===== src/wb_pkg.sv =====
/* writeback package
   widths, source priorities and ROB depth shared by the common data bus */
package wb_pkg;

  localparam int ROBID_W  = 7;
  localparam int PREG_W   = 6;
  localparam int ECAUSE_W = 5;
  localparam int XLEN     = 32;

  // rename result drops the two low bits, always word aligned
  localparam int RENAME_RESULT_W = XLEN - 2;

  localparam int ROB_DEPTH = 1 << ROBID_W;

  // index doubles as priority, lowest wins
  localparam int SRC_COUNT  = 7;
  localparam int SRC_RENAME = 0;
  localparam int SRC_LSQ    = 1;
  localparam int SRC_MCALU0 = 2;
  localparam int SRC_MCALU1 = 3;
  localparam int SRC_SCALU0 = 4;
  localparam int SRC_SCALU1 = 5;
  localparam int SRC_CSR    = 6;

  typedef logic [ROBID_W-1:0]         robid_t;
  typedef logic [PREG_W-1:0]          preg_t;
  typedef logic [ECAUSE_W-1:0]        ecause_t;
  typedef logic [XLEN-1:0]            xlen_t;
  typedef logic [RENAME_RESULT_W-1:0] rename_result_t;

endpackage


===== src/rob_done_table.sv =====
/* ROB completion table
   done, error and ecause per ROB id, written from the common bus */
`timescale 1ns/100ps

module rob_done_table (
  input  logic            clk,
  input  logic            rst_n,
  input  logic            flush,

  input  logic            wb_valid,
  input  logic            wb_error,
  input  wb_pkg::ecause_t wb_ecause,
  input  wb_pkg::robid_t  wb_robid,

  input  wb_pkg::robid_t  query_robid,
  output logic            query_done,
  output logic            query_error,
  output wb_pkg::ecause_t query_ecause
);
  import wb_pkg::*;

  logic [ROB_DEPTH-1:0] done_q;
  logic                 error_mem  [ROB_DEPTH];
  ecause_t              ecause_mem [ROB_DEPTH];

  // flush drops any same-cycle completion too
  always_ff @(posedge clk or negedge rst_n) begin
    if (!rst_n) begin
      done_q <= '0;
    end else if (flush) begin
      done_q <= '0;
    end else if (wb_valid) begin
      done_q[wb_robid] <= 1'b1;
    end
  end

  always_ff @(posedge clk) begin
    if (wb_valid) begin
      error_mem[wb_robid]  <= wb_error;
      ecause_mem[wb_robid] <= wb_ecause;
    end
  end

  // status only meaningful once the entry is done
  assign query_done   = done_q[query_robid];
  assign query_error  = done_q[query_robid] & error_mem[query_robid];
  assign query_ecause = done_q[query_robid] ? ecause_mem[query_robid] : ecause_t'(0);

endmodule


===== src/wb_arbiter.sv =====
/* writeback arbiter
   fixed priority select of one report per cycle onto the common bus */
`timescale 1ns/100ps

module wb_arbiter (
  input  logic                   clk,
  input  logic                   rst_n,
  input  logic                   flush,

  // rename, never stalled
  input  logic                   rename_valid,
  input  wb_pkg::robid_t         rename_robid,
  input  wb_pkg::preg_t          rename_rd,
  input  wb_pkg::rename_result_t rename_result,

  input  logic                   lsq_valid,
  input  logic                   lsq_error,
  input  wb_pkg::ecause_t        lsq_ecause,
  input  wb_pkg::robid_t         lsq_robid,
  input  wb_pkg::preg_t          lsq_rd,
  input  wb_pkg::xlen_t          lsq_result,
  output logic                   lsq_stall,

  input  logic                   mcalu0_valid,
  input  logic                   mcalu0_error,
  input  wb_pkg::ecause_t        mcalu0_ecause,
  input  wb_pkg::robid_t         mcalu0_robid,
  input  wb_pkg::preg_t          mcalu0_rd,
  input  wb_pkg::xlen_t          mcalu0_result,
  output logic                   mcalu0_stall,

  input  logic                   mcalu1_valid,
  input  logic                   mcalu1_error,
  input  wb_pkg::ecause_t        mcalu1_ecause,
  input  wb_pkg::robid_t         mcalu1_robid,
  input  wb_pkg::preg_t          mcalu1_rd,
  input  wb_pkg::xlen_t          mcalu1_result,
  output logic                   mcalu1_stall,

  input  logic                   scalu0_valid,
  input  logic                   scalu0_error,
  input  wb_pkg::ecause_t        scalu0_ecause,
  input  wb_pkg::robid_t         scalu0_robid,
  input  wb_pkg::preg_t          scalu0_rd,
  input  wb_pkg::xlen_t          scalu0_result,
  output logic                   scalu0_stall,

  input  logic                   scalu1_valid,
  input  logic                   scalu1_error,
  input  wb_pkg::ecause_t        scalu1_ecause,
  input  wb_pkg::robid_t         scalu1_robid,
  input  wb_pkg::preg_t          scalu1_rd,
  input  wb_pkg::xlen_t          scalu1_result,
  output logic                   scalu1_stall,

  input  logic                   csr_valid,
  input  logic                   csr_error,
  input  wb_pkg::ecause_t        csr_ecause,
  input  wb_pkg::robid_t         csr_robid,
  input  wb_pkg::preg_t          csr_rd,
  input  wb_pkg::xlen_t          csr_result,
  output logic                   csr_stall,

  // common data bus
  output logic                   wb_valid,
  output logic                   wb_error,
  output wb_pkg::ecause_t        wb_ecause,
  output wb_pkg::robid_t         wb_robid,
  output wb_pkg::preg_t          wb_rd,
  output wb_pkg::xlen_t          wb_result
);
  import wb_pkg::*;

  logic                 rename_valid_q;
  robid_t               rename_robid_q;
  logic [PREG_W-2:0]    rename_rd_q;
  rename_result_t       rename_result_q;

  logic [SRC_COUNT-1:0] src_valid;
  logic [SRC_COUNT-1:0] src_grant;
  logic                 src_error  [SRC_COUNT];
  ecause_t              src_ecause [SRC_COUNT];
  robid_t               src_robid  [SRC_COUNT];
  preg_t                src_rd     [SRC_COUNT];
  xlen_t                src_result [SRC_COUNT];

  always_ff @(posedge clk or negedge rst_n) begin
    if (!rst_n) begin
      rename_valid_q <= 1'b0;
    end else if (flush) begin
      rename_valid_q <= 1'b0;
    end else begin
      rename_valid_q <= rename_valid;
    end
  end

  // rd bit 5 never reaches the bus from rename
  always_ff @(posedge clk) begin
    rename_robid_q  <= rename_robid;
    rename_rd_q     <= rename_rd[PREG_W-2:0];
    rename_result_q <= rename_result;
  end

  assign src_valid[SRC_RENAME] = rename_valid_q;
  assign src_valid[SRC_LSQ]    = lsq_valid;
  assign src_valid[SRC_MCALU0] = mcalu0_valid;
  assign src_valid[SRC_MCALU1] = mcalu1_valid;
  assign src_valid[SRC_SCALU0] = scalu0_valid;
  assign src_valid[SRC_SCALU1] = scalu1_valid;
  assign src_valid[SRC_CSR]    = csr_valid;

  assign src_error = '{SRC_RENAME: 1'b0, SRC_LSQ: lsq_error,
                       SRC_MCALU0: mcalu0_error, SRC_MCALU1: mcalu1_error,
                       SRC_SCALU0: scalu0_error, SRC_SCALU1: scalu1_error,
                       SRC_CSR: csr_error};
  assign src_ecause = '{SRC_RENAME: ecause_t'(0), SRC_LSQ: lsq_ecause,
                        SRC_MCALU0: mcalu0_ecause, SRC_MCALU1: mcalu1_ecause,
                        SRC_SCALU0: scalu0_ecause, SRC_SCALU1: scalu1_ecause,
                        SRC_CSR: csr_ecause};
  assign src_robid = '{SRC_RENAME: rename_robid_q, SRC_LSQ: lsq_robid,
                       SRC_MCALU0: mcalu0_robid, SRC_MCALU1: mcalu1_robid,
                       SRC_SCALU0: scalu0_robid, SRC_SCALU1: scalu1_robid,
                       SRC_CSR: csr_robid};
  assign src_rd = '{SRC_RENAME: {1'b0, rename_rd_q}, SRC_LSQ: lsq_rd,
                    SRC_MCALU0: mcalu0_rd, SRC_MCALU1: mcalu1_rd,
                    SRC_SCALU0: scalu0_rd, SRC_SCALU1: scalu1_rd,
                    SRC_CSR: csr_rd};
  assign src_result = '{SRC_RENAME: {rename_result_q, 2'b00}, SRC_LSQ: lsq_result,
                        SRC_MCALU0: mcalu0_result, SRC_MCALU1: mcalu1_result,
                        SRC_SCALU0: scalu0_result, SRC_SCALU1: scalu1_result,
                        SRC_CSR: csr_result};

  // isolate lowest set bit
  assign src_grant = src_valid & (~src_valid + 1'b1);

  always_comb begin
    wb_error  = 1'b0;
    wb_ecause = '0;
    wb_robid  = '0;
    wb_rd     = '0;
    wb_result = '0;
    for (int i = 0; i < SRC_COUNT; i++) begin
      if (src_grant[i]) begin
        wb_error  = src_error[i];
        wb_ecause = src_ecause[i];
        wb_robid  = src_robid[i];
        wb_rd     = src_rd[i];
        wb_result = src_result[i];
      end
    end
  end

  assign wb_valid = |src_valid;

  // losers hold their latch
  assign lsq_stall    = src_valid[SRC_LSQ]    & ~src_grant[SRC_LSQ];
  assign mcalu0_stall = src_valid[SRC_MCALU0] & ~src_grant[SRC_MCALU0];
  assign mcalu1_stall = src_valid[SRC_MCALU1] & ~src_grant[SRC_MCALU1];
  assign scalu0_stall = src_valid[SRC_SCALU0] & ~src_grant[SRC_SCALU0];
  assign scalu1_stall = src_valid[SRC_SCALU1] & ~src_grant[SRC_SCALU1];
  assign csr_stall    = src_valid[SRC_CSR]    & ~src_grant[SRC_CSR];

endmodule


===== src/wb_src_latch.sv =====
/* writeback source latch
   holds one execution unit report until the arbiter lets it go */
`timescale 1ns/100ps

module wb_src_latch (
  input  logic            clk,
  input  logic            rst_n,
  input  logic            flush,
  input  logic            stall,

  input  logic            valid,
  input  logic            error,
  input  wb_pkg::ecause_t ecause,
  input  wb_pkg::robid_t  robid,
  input  wb_pkg::preg_t   rd,
  input  wb_pkg::xlen_t   result,

  output logic            q_valid,
  output logic            q_error,
  output wb_pkg::ecause_t q_ecause,
  output wb_pkg::robid_t  q_robid,
  output wb_pkg::preg_t   q_rd,
  output wb_pkg::xlen_t   q_result
);
  import wb_pkg::*;

  // flush beats a held report
  always_ff @(posedge clk or negedge rst_n) begin
    if (!rst_n) begin
      q_valid <= 1'b0;
    end else if (flush) begin
      q_valid <= 1'b0;
    end else if (!stall) begin
      q_valid <= valid;
    end
  end

  always_ff @(posedge clk) begin
    if (!stall) begin
      q_error  <= error;
      q_ecause <= ecause;
      q_robid  <= robid;
      q_rd     <= rd;
      q_result <= result;
    end
  end

endmodule


===== src/wb_top.sv =====
/* writeback stage top
   source latches, arbiter and ROB completion table */
`timescale 1ns/100ps

module wb_top (
  input  logic                   clk,
  input  logic                   rst_n,
  input  logic                   rob_flush,

  input  logic                   rename_valid,
  input  wb_pkg::robid_t         rename_robid,
  input  wb_pkg::preg_t          rename_rd,
  input  wb_pkg::rename_result_t rename_result,

  input  logic                   lsq_valid,
  input  logic                   lsq_error,
  input  wb_pkg::ecause_t        lsq_ecause,
  input  wb_pkg::robid_t         lsq_robid,
  input  wb_pkg::preg_t          lsq_rd,
  input  wb_pkg::xlen_t          lsq_result,
  output logic                   lsq_stall,

  input  logic                   mcalu0_valid,
  input  logic                   mcalu0_error,
  input  wb_pkg::ecause_t        mcalu0_ecause,
  input  wb_pkg::robid_t         mcalu0_robid,
  input  wb_pkg::preg_t          mcalu0_rd,
  input  wb_pkg::xlen_t          mcalu0_result,
  output logic                   mcalu0_stall,

  input  logic                   mcalu1_valid,
  input  logic                   mcalu1_error,
  input  wb_pkg::ecause_t        mcalu1_ecause,
  input  wb_pkg::robid_t         mcalu1_robid,
  input  wb_pkg::preg_t          mcalu1_rd,
  input  wb_pkg::xlen_t          mcalu1_result,
  output logic                   mcalu1_stall,

  input  logic                   scalu0_valid,
  input  logic                   scalu0_error,
  input  wb_pkg::ecause_t        scalu0_ecause,
  input  wb_pkg::robid_t         scalu0_robid,
  input  wb_pkg::preg_t          scalu0_rd,
  input  wb_pkg::xlen_t          scalu0_result,
  output logic                   scalu0_stall,

  input  logic                   scalu1_valid,
  input  logic                   scalu1_error,
  input  wb_pkg::ecause_t        scalu1_ecause,
  input  wb_pkg::robid_t         scalu1_robid,
  input  wb_pkg::preg_t          scalu1_rd,
  input  wb_pkg::xlen_t          scalu1_result,
  output logic                   scalu1_stall,

  input  logic                   csr_valid,
  input  logic                   csr_error,
  input  wb_pkg::ecause_t        csr_ecause,
  input  wb_pkg::robid_t         csr_robid,
  input  wb_pkg::preg_t          csr_rd,
  input  wb_pkg::xlen_t          csr_result,
  output logic                   csr_stall,

  output logic                   wb_valid,
  output logic                   wb_error,
  output wb_pkg::ecause_t        wb_ecause,
  output wb_pkg::robid_t         wb_robid,
  output wb_pkg::preg_t          wb_rd,
  output wb_pkg::xlen_t          wb_result,

  input  wb_pkg::robid_t         query_robid,
  output logic                   query_done,
  output logic                   query_error,
  output wb_pkg::ecause_t        query_ecause
);
  import wb_pkg::*;

  // latched reports
  logic    lsq_q_valid, mcalu0_q_valid, mcalu1_q_valid;
  logic    scalu0_q_valid, scalu1_q_valid, csr_q_valid;
  logic    lsq_q_error, mcalu0_q_error, mcalu1_q_error;
  logic    scalu0_q_error, scalu1_q_error, csr_q_error;
  ecause_t lsq_q_ecause, mcalu0_q_ecause, mcalu1_q_ecause;
  ecause_t scalu0_q_ecause, scalu1_q_ecause, csr_q_ecause;
  robid_t  lsq_q_robid, mcalu0_q_robid, mcalu1_q_robid;
  robid_t  scalu0_q_robid, scalu1_q_robid, csr_q_robid;
  preg_t   lsq_q_rd, mcalu0_q_rd, mcalu1_q_rd;
  preg_t   scalu0_q_rd, scalu1_q_rd, csr_q_rd;
  xlen_t   lsq_q_result, mcalu0_q_result, mcalu1_q_result;
  xlen_t   scalu0_q_result, scalu1_q_result, csr_q_result;

  wb_src_latch u_lsq_latch (
    .clk(clk), .rst_n(rst_n), .flush(rob_flush), .stall(lsq_stall),
    .valid(lsq_valid), .error(lsq_error), .ecause(lsq_ecause),
    .robid(lsq_robid), .rd(lsq_rd), .result(lsq_result),
    .q_valid(lsq_q_valid), .q_error(lsq_q_error), .q_ecause(lsq_q_ecause),
    .q_robid(lsq_q_robid), .q_rd(lsq_q_rd), .q_result(lsq_q_result)
  );

  wb_src_latch u_mcalu0_latch (
    .clk(clk), .rst_n(rst_n), .flush(rob_flush), .stall(mcalu0_stall),
    .valid(mcalu0_valid), .error(mcalu0_error), .ecause(mcalu0_ecause),
    .robid(mcalu0_robid), .rd(mcalu0_rd), .result(mcalu0_result),
    .q_valid(mcalu0_q_valid), .q_error(mcalu0_q_error), .q_ecause(mcalu0_q_ecause),
    .q_robid(mcalu0_q_robid), .q_rd(mcalu0_q_rd), .q_result(mcalu0_q_result)
  );

  wb_src_latch u_mcalu1_latch (
    .clk(clk), .rst_n(rst_n), .flush(rob_flush), .stall(mcalu1_stall),
    .valid(mcalu1_valid), .error(mcalu1_error), .ecause(mcalu1_ecause),
    .robid(mcalu1_robid), .rd(mcalu1_rd), .result(mcalu1_result),
    .q_valid(mcalu1_q_valid), .q_error(mcalu1_q_error), .q_ecause(mcalu1_q_ecause),
    .q_robid(mcalu1_q_robid), .q_rd(mcalu1_q_rd), .q_result(mcalu1_q_result)
  );

  wb_src_latch u_scalu0_latch (
    .clk(clk), .rst_n(rst_n), .flush(rob_flush), .stall(scalu0_stall),
    .valid(scalu0_valid), .error(scalu0_error), .ecause(scalu0_ecause),
    .robid(scalu0_robid), .rd(scalu0_rd), .result(scalu0_result),
    .q_valid(scalu0_q_valid), .q_error(scalu0_q_error), .q_ecause(scalu0_q_ecause),
    .q_robid(scalu0_q_robid), .q_rd(scalu0_q_rd), .q_result(scalu0_q_result)
  );

  wb_src_latch u_scalu1_latch (
    .clk(clk), .rst_n(rst_n), .flush(rob_flush), .stall(scalu1_stall),
    .valid(scalu1_valid), .error(scalu1_error), .ecause(scalu1_ecause),
    .robid(scalu1_robid), .rd(scalu1_rd), .result(scalu1_result),
    .q_valid(scalu1_q_valid), .q_error(scalu1_q_error), .q_ecause(scalu1_q_ecause),
    .q_robid(scalu1_q_robid), .q_rd(scalu1_q_rd), .q_result(scalu1_q_result)
  );

  // csr has its own latch at the lowest priority
  wb_src_latch u_csr_latch (
    .clk(clk), .rst_n(rst_n), .flush(rob_flush), .stall(csr_stall),
    .valid(csr_valid), .error(csr_error), .ecause(csr_ecause),
    .robid(csr_robid), .rd(csr_rd), .result(csr_result),
    .q_valid(csr_q_valid), .q_error(csr_q_error), .q_ecause(csr_q_ecause),
    .q_robid(csr_q_robid), .q_rd(csr_q_rd), .q_result(csr_q_result)
  );

  wb_arbiter u_arbiter (
    .clk(clk), .rst_n(rst_n), .flush(rob_flush),
    .rename_valid(rename_valid), .rename_robid(rename_robid),
    .rename_rd(rename_rd), .rename_result(rename_result),
    .lsq_valid(lsq_q_valid), .lsq_error(lsq_q_error), .lsq_ecause(lsq_q_ecause),
    .lsq_robid(lsq_q_robid), .lsq_rd(lsq_q_rd), .lsq_result(lsq_q_result),
    .lsq_stall(lsq_stall),
    .mcalu0_valid(mcalu0_q_valid), .mcalu0_error(mcalu0_q_error),
    .mcalu0_ecause(mcalu0_q_ecause), .mcalu0_robid(mcalu0_q_robid),
    .mcalu0_rd(mcalu0_q_rd), .mcalu0_result(mcalu0_q_result),
    .mcalu0_stall(mcalu0_stall),
    .mcalu1_valid(mcalu1_q_valid), .mcalu1_error(mcalu1_q_error),
    .mcalu1_ecause(mcalu1_q_ecause), .mcalu1_robid(mcalu1_q_robid),
    .mcalu1_rd(mcalu1_q_rd), .mcalu1_result(mcalu1_q_result),
    .mcalu1_stall(mcalu1_stall),
    .scalu0_valid(scalu0_q_valid), .scalu0_error(scalu0_q_error),
    .scalu0_ecause(scalu0_q_ecause), .scalu0_robid(scalu0_q_robid),
    .scalu0_rd(scalu0_q_rd), .scalu0_result(scalu0_q_result),
    .scalu0_stall(scalu0_stall),
    .scalu1_valid(scalu1_q_valid), .scalu1_error(scalu1_q_error),
    .scalu1_ecause(scalu1_q_ecause), .scalu1_robid(scalu1_q_robid),
    .scalu1_rd(scalu1_q_rd), .scalu1_result(scalu1_q_result),
    .scalu1_stall(scalu1_stall),
    .csr_valid(csr_q_valid), .csr_error(csr_q_error), .csr_ecause(csr_q_ecause),
    .csr_robid(csr_q_robid), .csr_rd(csr_q_rd), .csr_result(csr_q_result),
    .csr_stall(csr_stall),
    .wb_valid(wb_valid), .wb_error(wb_error), .wb_ecause(wb_ecause),
    .wb_robid(wb_robid), .wb_rd(wb_rd), .wb_result(wb_result)
  );

  rob_done_table u_done_table (
    .clk(clk), .rst_n(rst_n), .flush(rob_flush),
    .wb_valid(wb_valid), .wb_error(wb_error), .wb_ecause(wb_ecause),
    .wb_robid(wb_robid),
    .query_robid(query_robid), .query_done(query_done),
    .query_error(query_error), .query_ecause(query_ecause)
  );

endmodule

===== config.mk =====
export PLATFORM = sky130hd
export DESIGN_NAME = wb_top
export DESIGN_NICKNAME = d
export VERILOG_FILES = /design/src/wb_pkg.sv /design/src/rob_done_table.sv /design/src/wb_arbiter.sv /design/src/wb_src_latch.sv /design/src/wb_top.sv
export SDC_FILE = /design/constraint.sdc
export NUM_CORES = 1
export LEC_CHECK = 0
export ABC_AREA = 1
export BUFFER_PORTS_ARGS = -buffer_cell sky130_fd_sc_hd__buf_2
export CAP_MARGIN = 15
export CORE_MARGIN = 2
export CORE_UTILIZATION = 52
export CTS_BUF_LIST = sky130_fd_sc_hd__clkbuf_16
export DETAILED_ROUTE_END_ITERATION = 7
export PLACE_DENSITY = 0.78
export SLEW_MARGIN = 30
export SYNTH_ARGS = -nofsm -noshare
export SYNTH_HDL_FRONTEND = slang
export SYNTH_SLANG_ARGS = --single-unit
export TNS_END_PERCENT = 1

===== constraint.sdc =====
create_clock -name clk -period 3.7 [get_ports clk]
set_input_delay 0.74 -clock clk [delete_from_list [all_inputs] [get_ports clk]]
set_output_delay 0.74 -clock clk [all_outputs]
set_load 0.01 [all_outputs]

==> results.py <==
metrics = {
    "status": {
        "status": "finished clean",
    },
    "setup_path": {
        "r2r_cells": 13,
        "crit_fanout": 38,
        "cp.arrival_ns": 2.94,
        "worstSetupPathType": "input pin to output port",
        "path_cells": "buf_8 -> buf_12 -> buf_12 -> nand2_1 -> nand3_1 -> nand3_1 -> nand2_1 -> nand2_1 -> nand3_1 -> nand3_1 -> nand3_1 -> nand2_1 -> nor2_1 -> buf_2",
        "worst_ep_required_time_ns": 2.96,
        "slowest_delay_ns": 0.25,
        "critPathMostFrequentCell": "nand3_1",
        "crit_path_start_kind": "input pin",
        "worst_setup_path_end_kind": "output port",
        "crit_slowest_cell": "buf_12",
    },
    "drt": {
        "viasPerCell": 5.65,
        "ant_nets": 0,
        "firstDrtPassIters": 7,
        "vias": 35500,
        "avgRoutedWirePerCell_um": 21.9,
        "drc_errors": 0,
        "drt-total-wl_um": 137000,
        "first_iter_violations": 4210,
    },
    "sta": {
        "skew_ns": 0.0355,
        "slew_headroom": 0.381,
        "setup-violations-final": 0,
        "slew_violations": 0,
        "rsz0062_at_grt": "yes",
        "worstMarginPinSlew_ns": 0.928,
        "hold_viol": 0,
        "min_period_ns": 3.68,
        "fmax_mhz": 272,
        "finalCritPeriodShare": 0.993,
    },
    "global_route": {
        "busiest_layer": "met2",
        "met3_usage": 0.0559,
        "globalRouteOverflowTotal": 0,
        "first_global_vias": 34800,
        "grt_pass1_wl_um": 205000,
        "grt_antenna_before_repair": 27,
        "grt_usage": 0.274,
        "grt_util_met1": 0.351,
        "use_met2": 0.451,
        "grt_max_degree": 129,
    },
    "logic_synthesis": {
        "synth_area_mm2": 0.0505,
        "ys_seq_elements": 1251,
        "yosys_warnings": 0,
        "syn_inst": 4444,
        "syn_nets": 4810,
        "ys_types": 32,
        "ys_seq_area_frac": 0.722,
        "syn_area_per_cell_um2": 11.4,
    },
    "cts": {
        "cts-root-buf": "clkbuf_16",
        "cts_tree": "yes",
        "clk_pin_slew_ns": 0.06,
        "clk_path_buf_depth": 3,
        "insertion_delay_ns": 0.70,
        "clock_sinks": 1251,
        "cts-buffers-inserted": 119,
        "hold_buffers": 0,
        "cts_max_level": 3,
    },
    "die": {
        "die_h_um": 316,
        "dieArea_mm2": 0.0996,
        "die-width_um": 316,
        "start_util": 0.524,
        "rows": 114,
        "pin_count": 431,
        "design.core.area_mm2": 0.0964,
    },
    "power": {
        "leakage_nw": 23.9,
        "power.density_mw_per_mm2": 525,
        "ir_drop_mv": 0.533,
    },
    "final_layout": {
        "layout-drive-gt1-share": 0.164,
        "fin_util": 0.610,
        "design_area_mm2": 0.0588,
        "area_delta_synth_final_pct": 16.5,
        "nets": 5246,
    },
    "hold_path": {
        "hold_class": "input pin to async pin",
    },
    "place": {
        "hpwl_um": 87700,
        "gp_congestion": 1.00,
        "placed_cell_area_mm2": 0.0548,
        "io_buffers": 429,
    },
    "run": {
        "max-cap-violations": 0,
    },
}
==> cells in the mapped netlist, drive strengths merged <==
| master | number | area share |
|---|---|---|
| a22o | 8 | 0.0014 |
| nor3 | 1 | 0.000099 |
| a21oi | 131 | 0.013 |
| a21boi | 6 | 0.00089 |
| edfxtp | 1074 | 0.64 |
| clkinv | 2 | 0.00015 |
| nand4 | 30 | 0.0045 |
| clkbuf | 191 | 0.014 |
| or2 | 1 | 0.00012 |
| a221oi | 40 | 0.0069 |
| nor2 | 85 | 0.011 |
| nor3b | 1 | 0.00015 |
| inv | 304 | 0.023 |
| nand3 | 828 | 0.082 |
| buf | 61 | 0.0064 |
| o21ai | 20 | 0.0020 |
| nand2 | 1484 | 0.11 |
| dfxtp | 42 | 0.017 |
| dfrtp | 135 | 0.067 |
==> cell families after synthesis <==
group / share of synthesized area
simple gates: 0.210
buf+inv: 0.0434
compound gates: 0.0242
flops: 0.722
==> sequential cells by signal, summed over array words and instances, names as in the netlist, 30 cells and up <==
signal                     count
u_done_table.done_q          128
u_scalu1_latch.q_result       32
u_scalu0_latch.q_result       32
u_csr_latch.q_result          32
u_mcalu1_latch.q_result       32
u_done_table.ecause_mem      640
u_done_table.error_mem       128
u_arbiter.rename_result_q     30
u_mcalu0_latch.q_result       32
u_lsq_latch.q_result          32
==> worst paths after layout <==
kind / start / to / slack, ns
worst max-delay path: query_robid[0] / query_ecause[3] / 0.02
worst min-delay path: rst_n / u_scalu0_latch.q_valid / 0.07
worst max register to register: u_lsq_latch.q_valid / u_done_table.ecause_mem[39][0] / 0.41
worst min register to register: u_done_table.done_q[24] / u_done_table.done_q[24] / 0.51
max in group asynchronous: rst_n / u_done_table.done_q[19] / 2.68
min in group clk: rename_result[18] / u_arbiter.rename_result_q[18] / 0.13
==> what timing repair did <==
item / in CTS / in global routing
setup buffers: 2 / 4
pin swaps: 1 / 1
gates cloned: 0 / 1
gates resized for setup: 4 / 11
endpoints found under the setup margin: 8 / 24
==> power by group <==
group	internal, mW	switching [mW]	total [mW]	leakage (nW)
clock	6.44	5.16	11.6	1.99
sequential	16.1	0.143	16.2	12.2
combinational	0.842	2.19	3.03	9.65
==> layout make-up <==
cell class / instances / area [µm²]
fillers: 7272 / 37600
flip-flops and latches: 1251 / 36500
multi-input cells: 2635 / 12000
repair buffers: 567 / 3780
clock buffers: 122 / 3050
well taps: 1276 / 1600
inverters: 306 / 1170
clock inverters: 106 / 693
diodes: 21 / 52.6
==> worst max-delay path: cells and delay by family <==
kind	cells	cell delay, ns
buffers and inverters	4	0.81
and+or+nand+nor	10	1.36
==> metal layers <==
metal | part of all wire | wire, µm
met1 | 0.37 | 50500
met5 | 0.00017 | 23
met4 | 0.049 | 6790
met2 | 0.49 | 66700
met3 | 0.098 | 13500
==> through the flow <==
step	hold slack, ns	power (mW)	cells	setup WS (ns)	TNS [ns]
CTS	0.102	30.9	6258	-0.0619	-0.0860
global placement	0.501	19.4	6028	0.0608	0
global route	0.113	31.7	6281	-0.0993	-0.320
floorplan	0.444	18.0	4444	-0.232	-80.68
finish	0.0722	30.9	6284	0.0244	0
detailed placement	0.507	19.5	6028	0.0652	0
==> placed cells by master (no fill, tap or decap), types with 35 or more instances in the layout <==
| cell | n |
|---|---|
| buf_2 | 424 |
| nand3_1 | 819 |
| dfxtp_1 | 42 |
| nor2_1 | 44 |
| clkbuf_16 | 123 |
| a21oi_1 | 131 |
| dfrtp_1 | 133 |
| a221oi_1 | 35 |
| edfxtp_1 | 1074 |
| nand2_1 | 1466 |
| buf_12 | 42 |
| inv_1 | 337 |
| buf_4 | 94 |
Power figures use the tool's default switching activity.
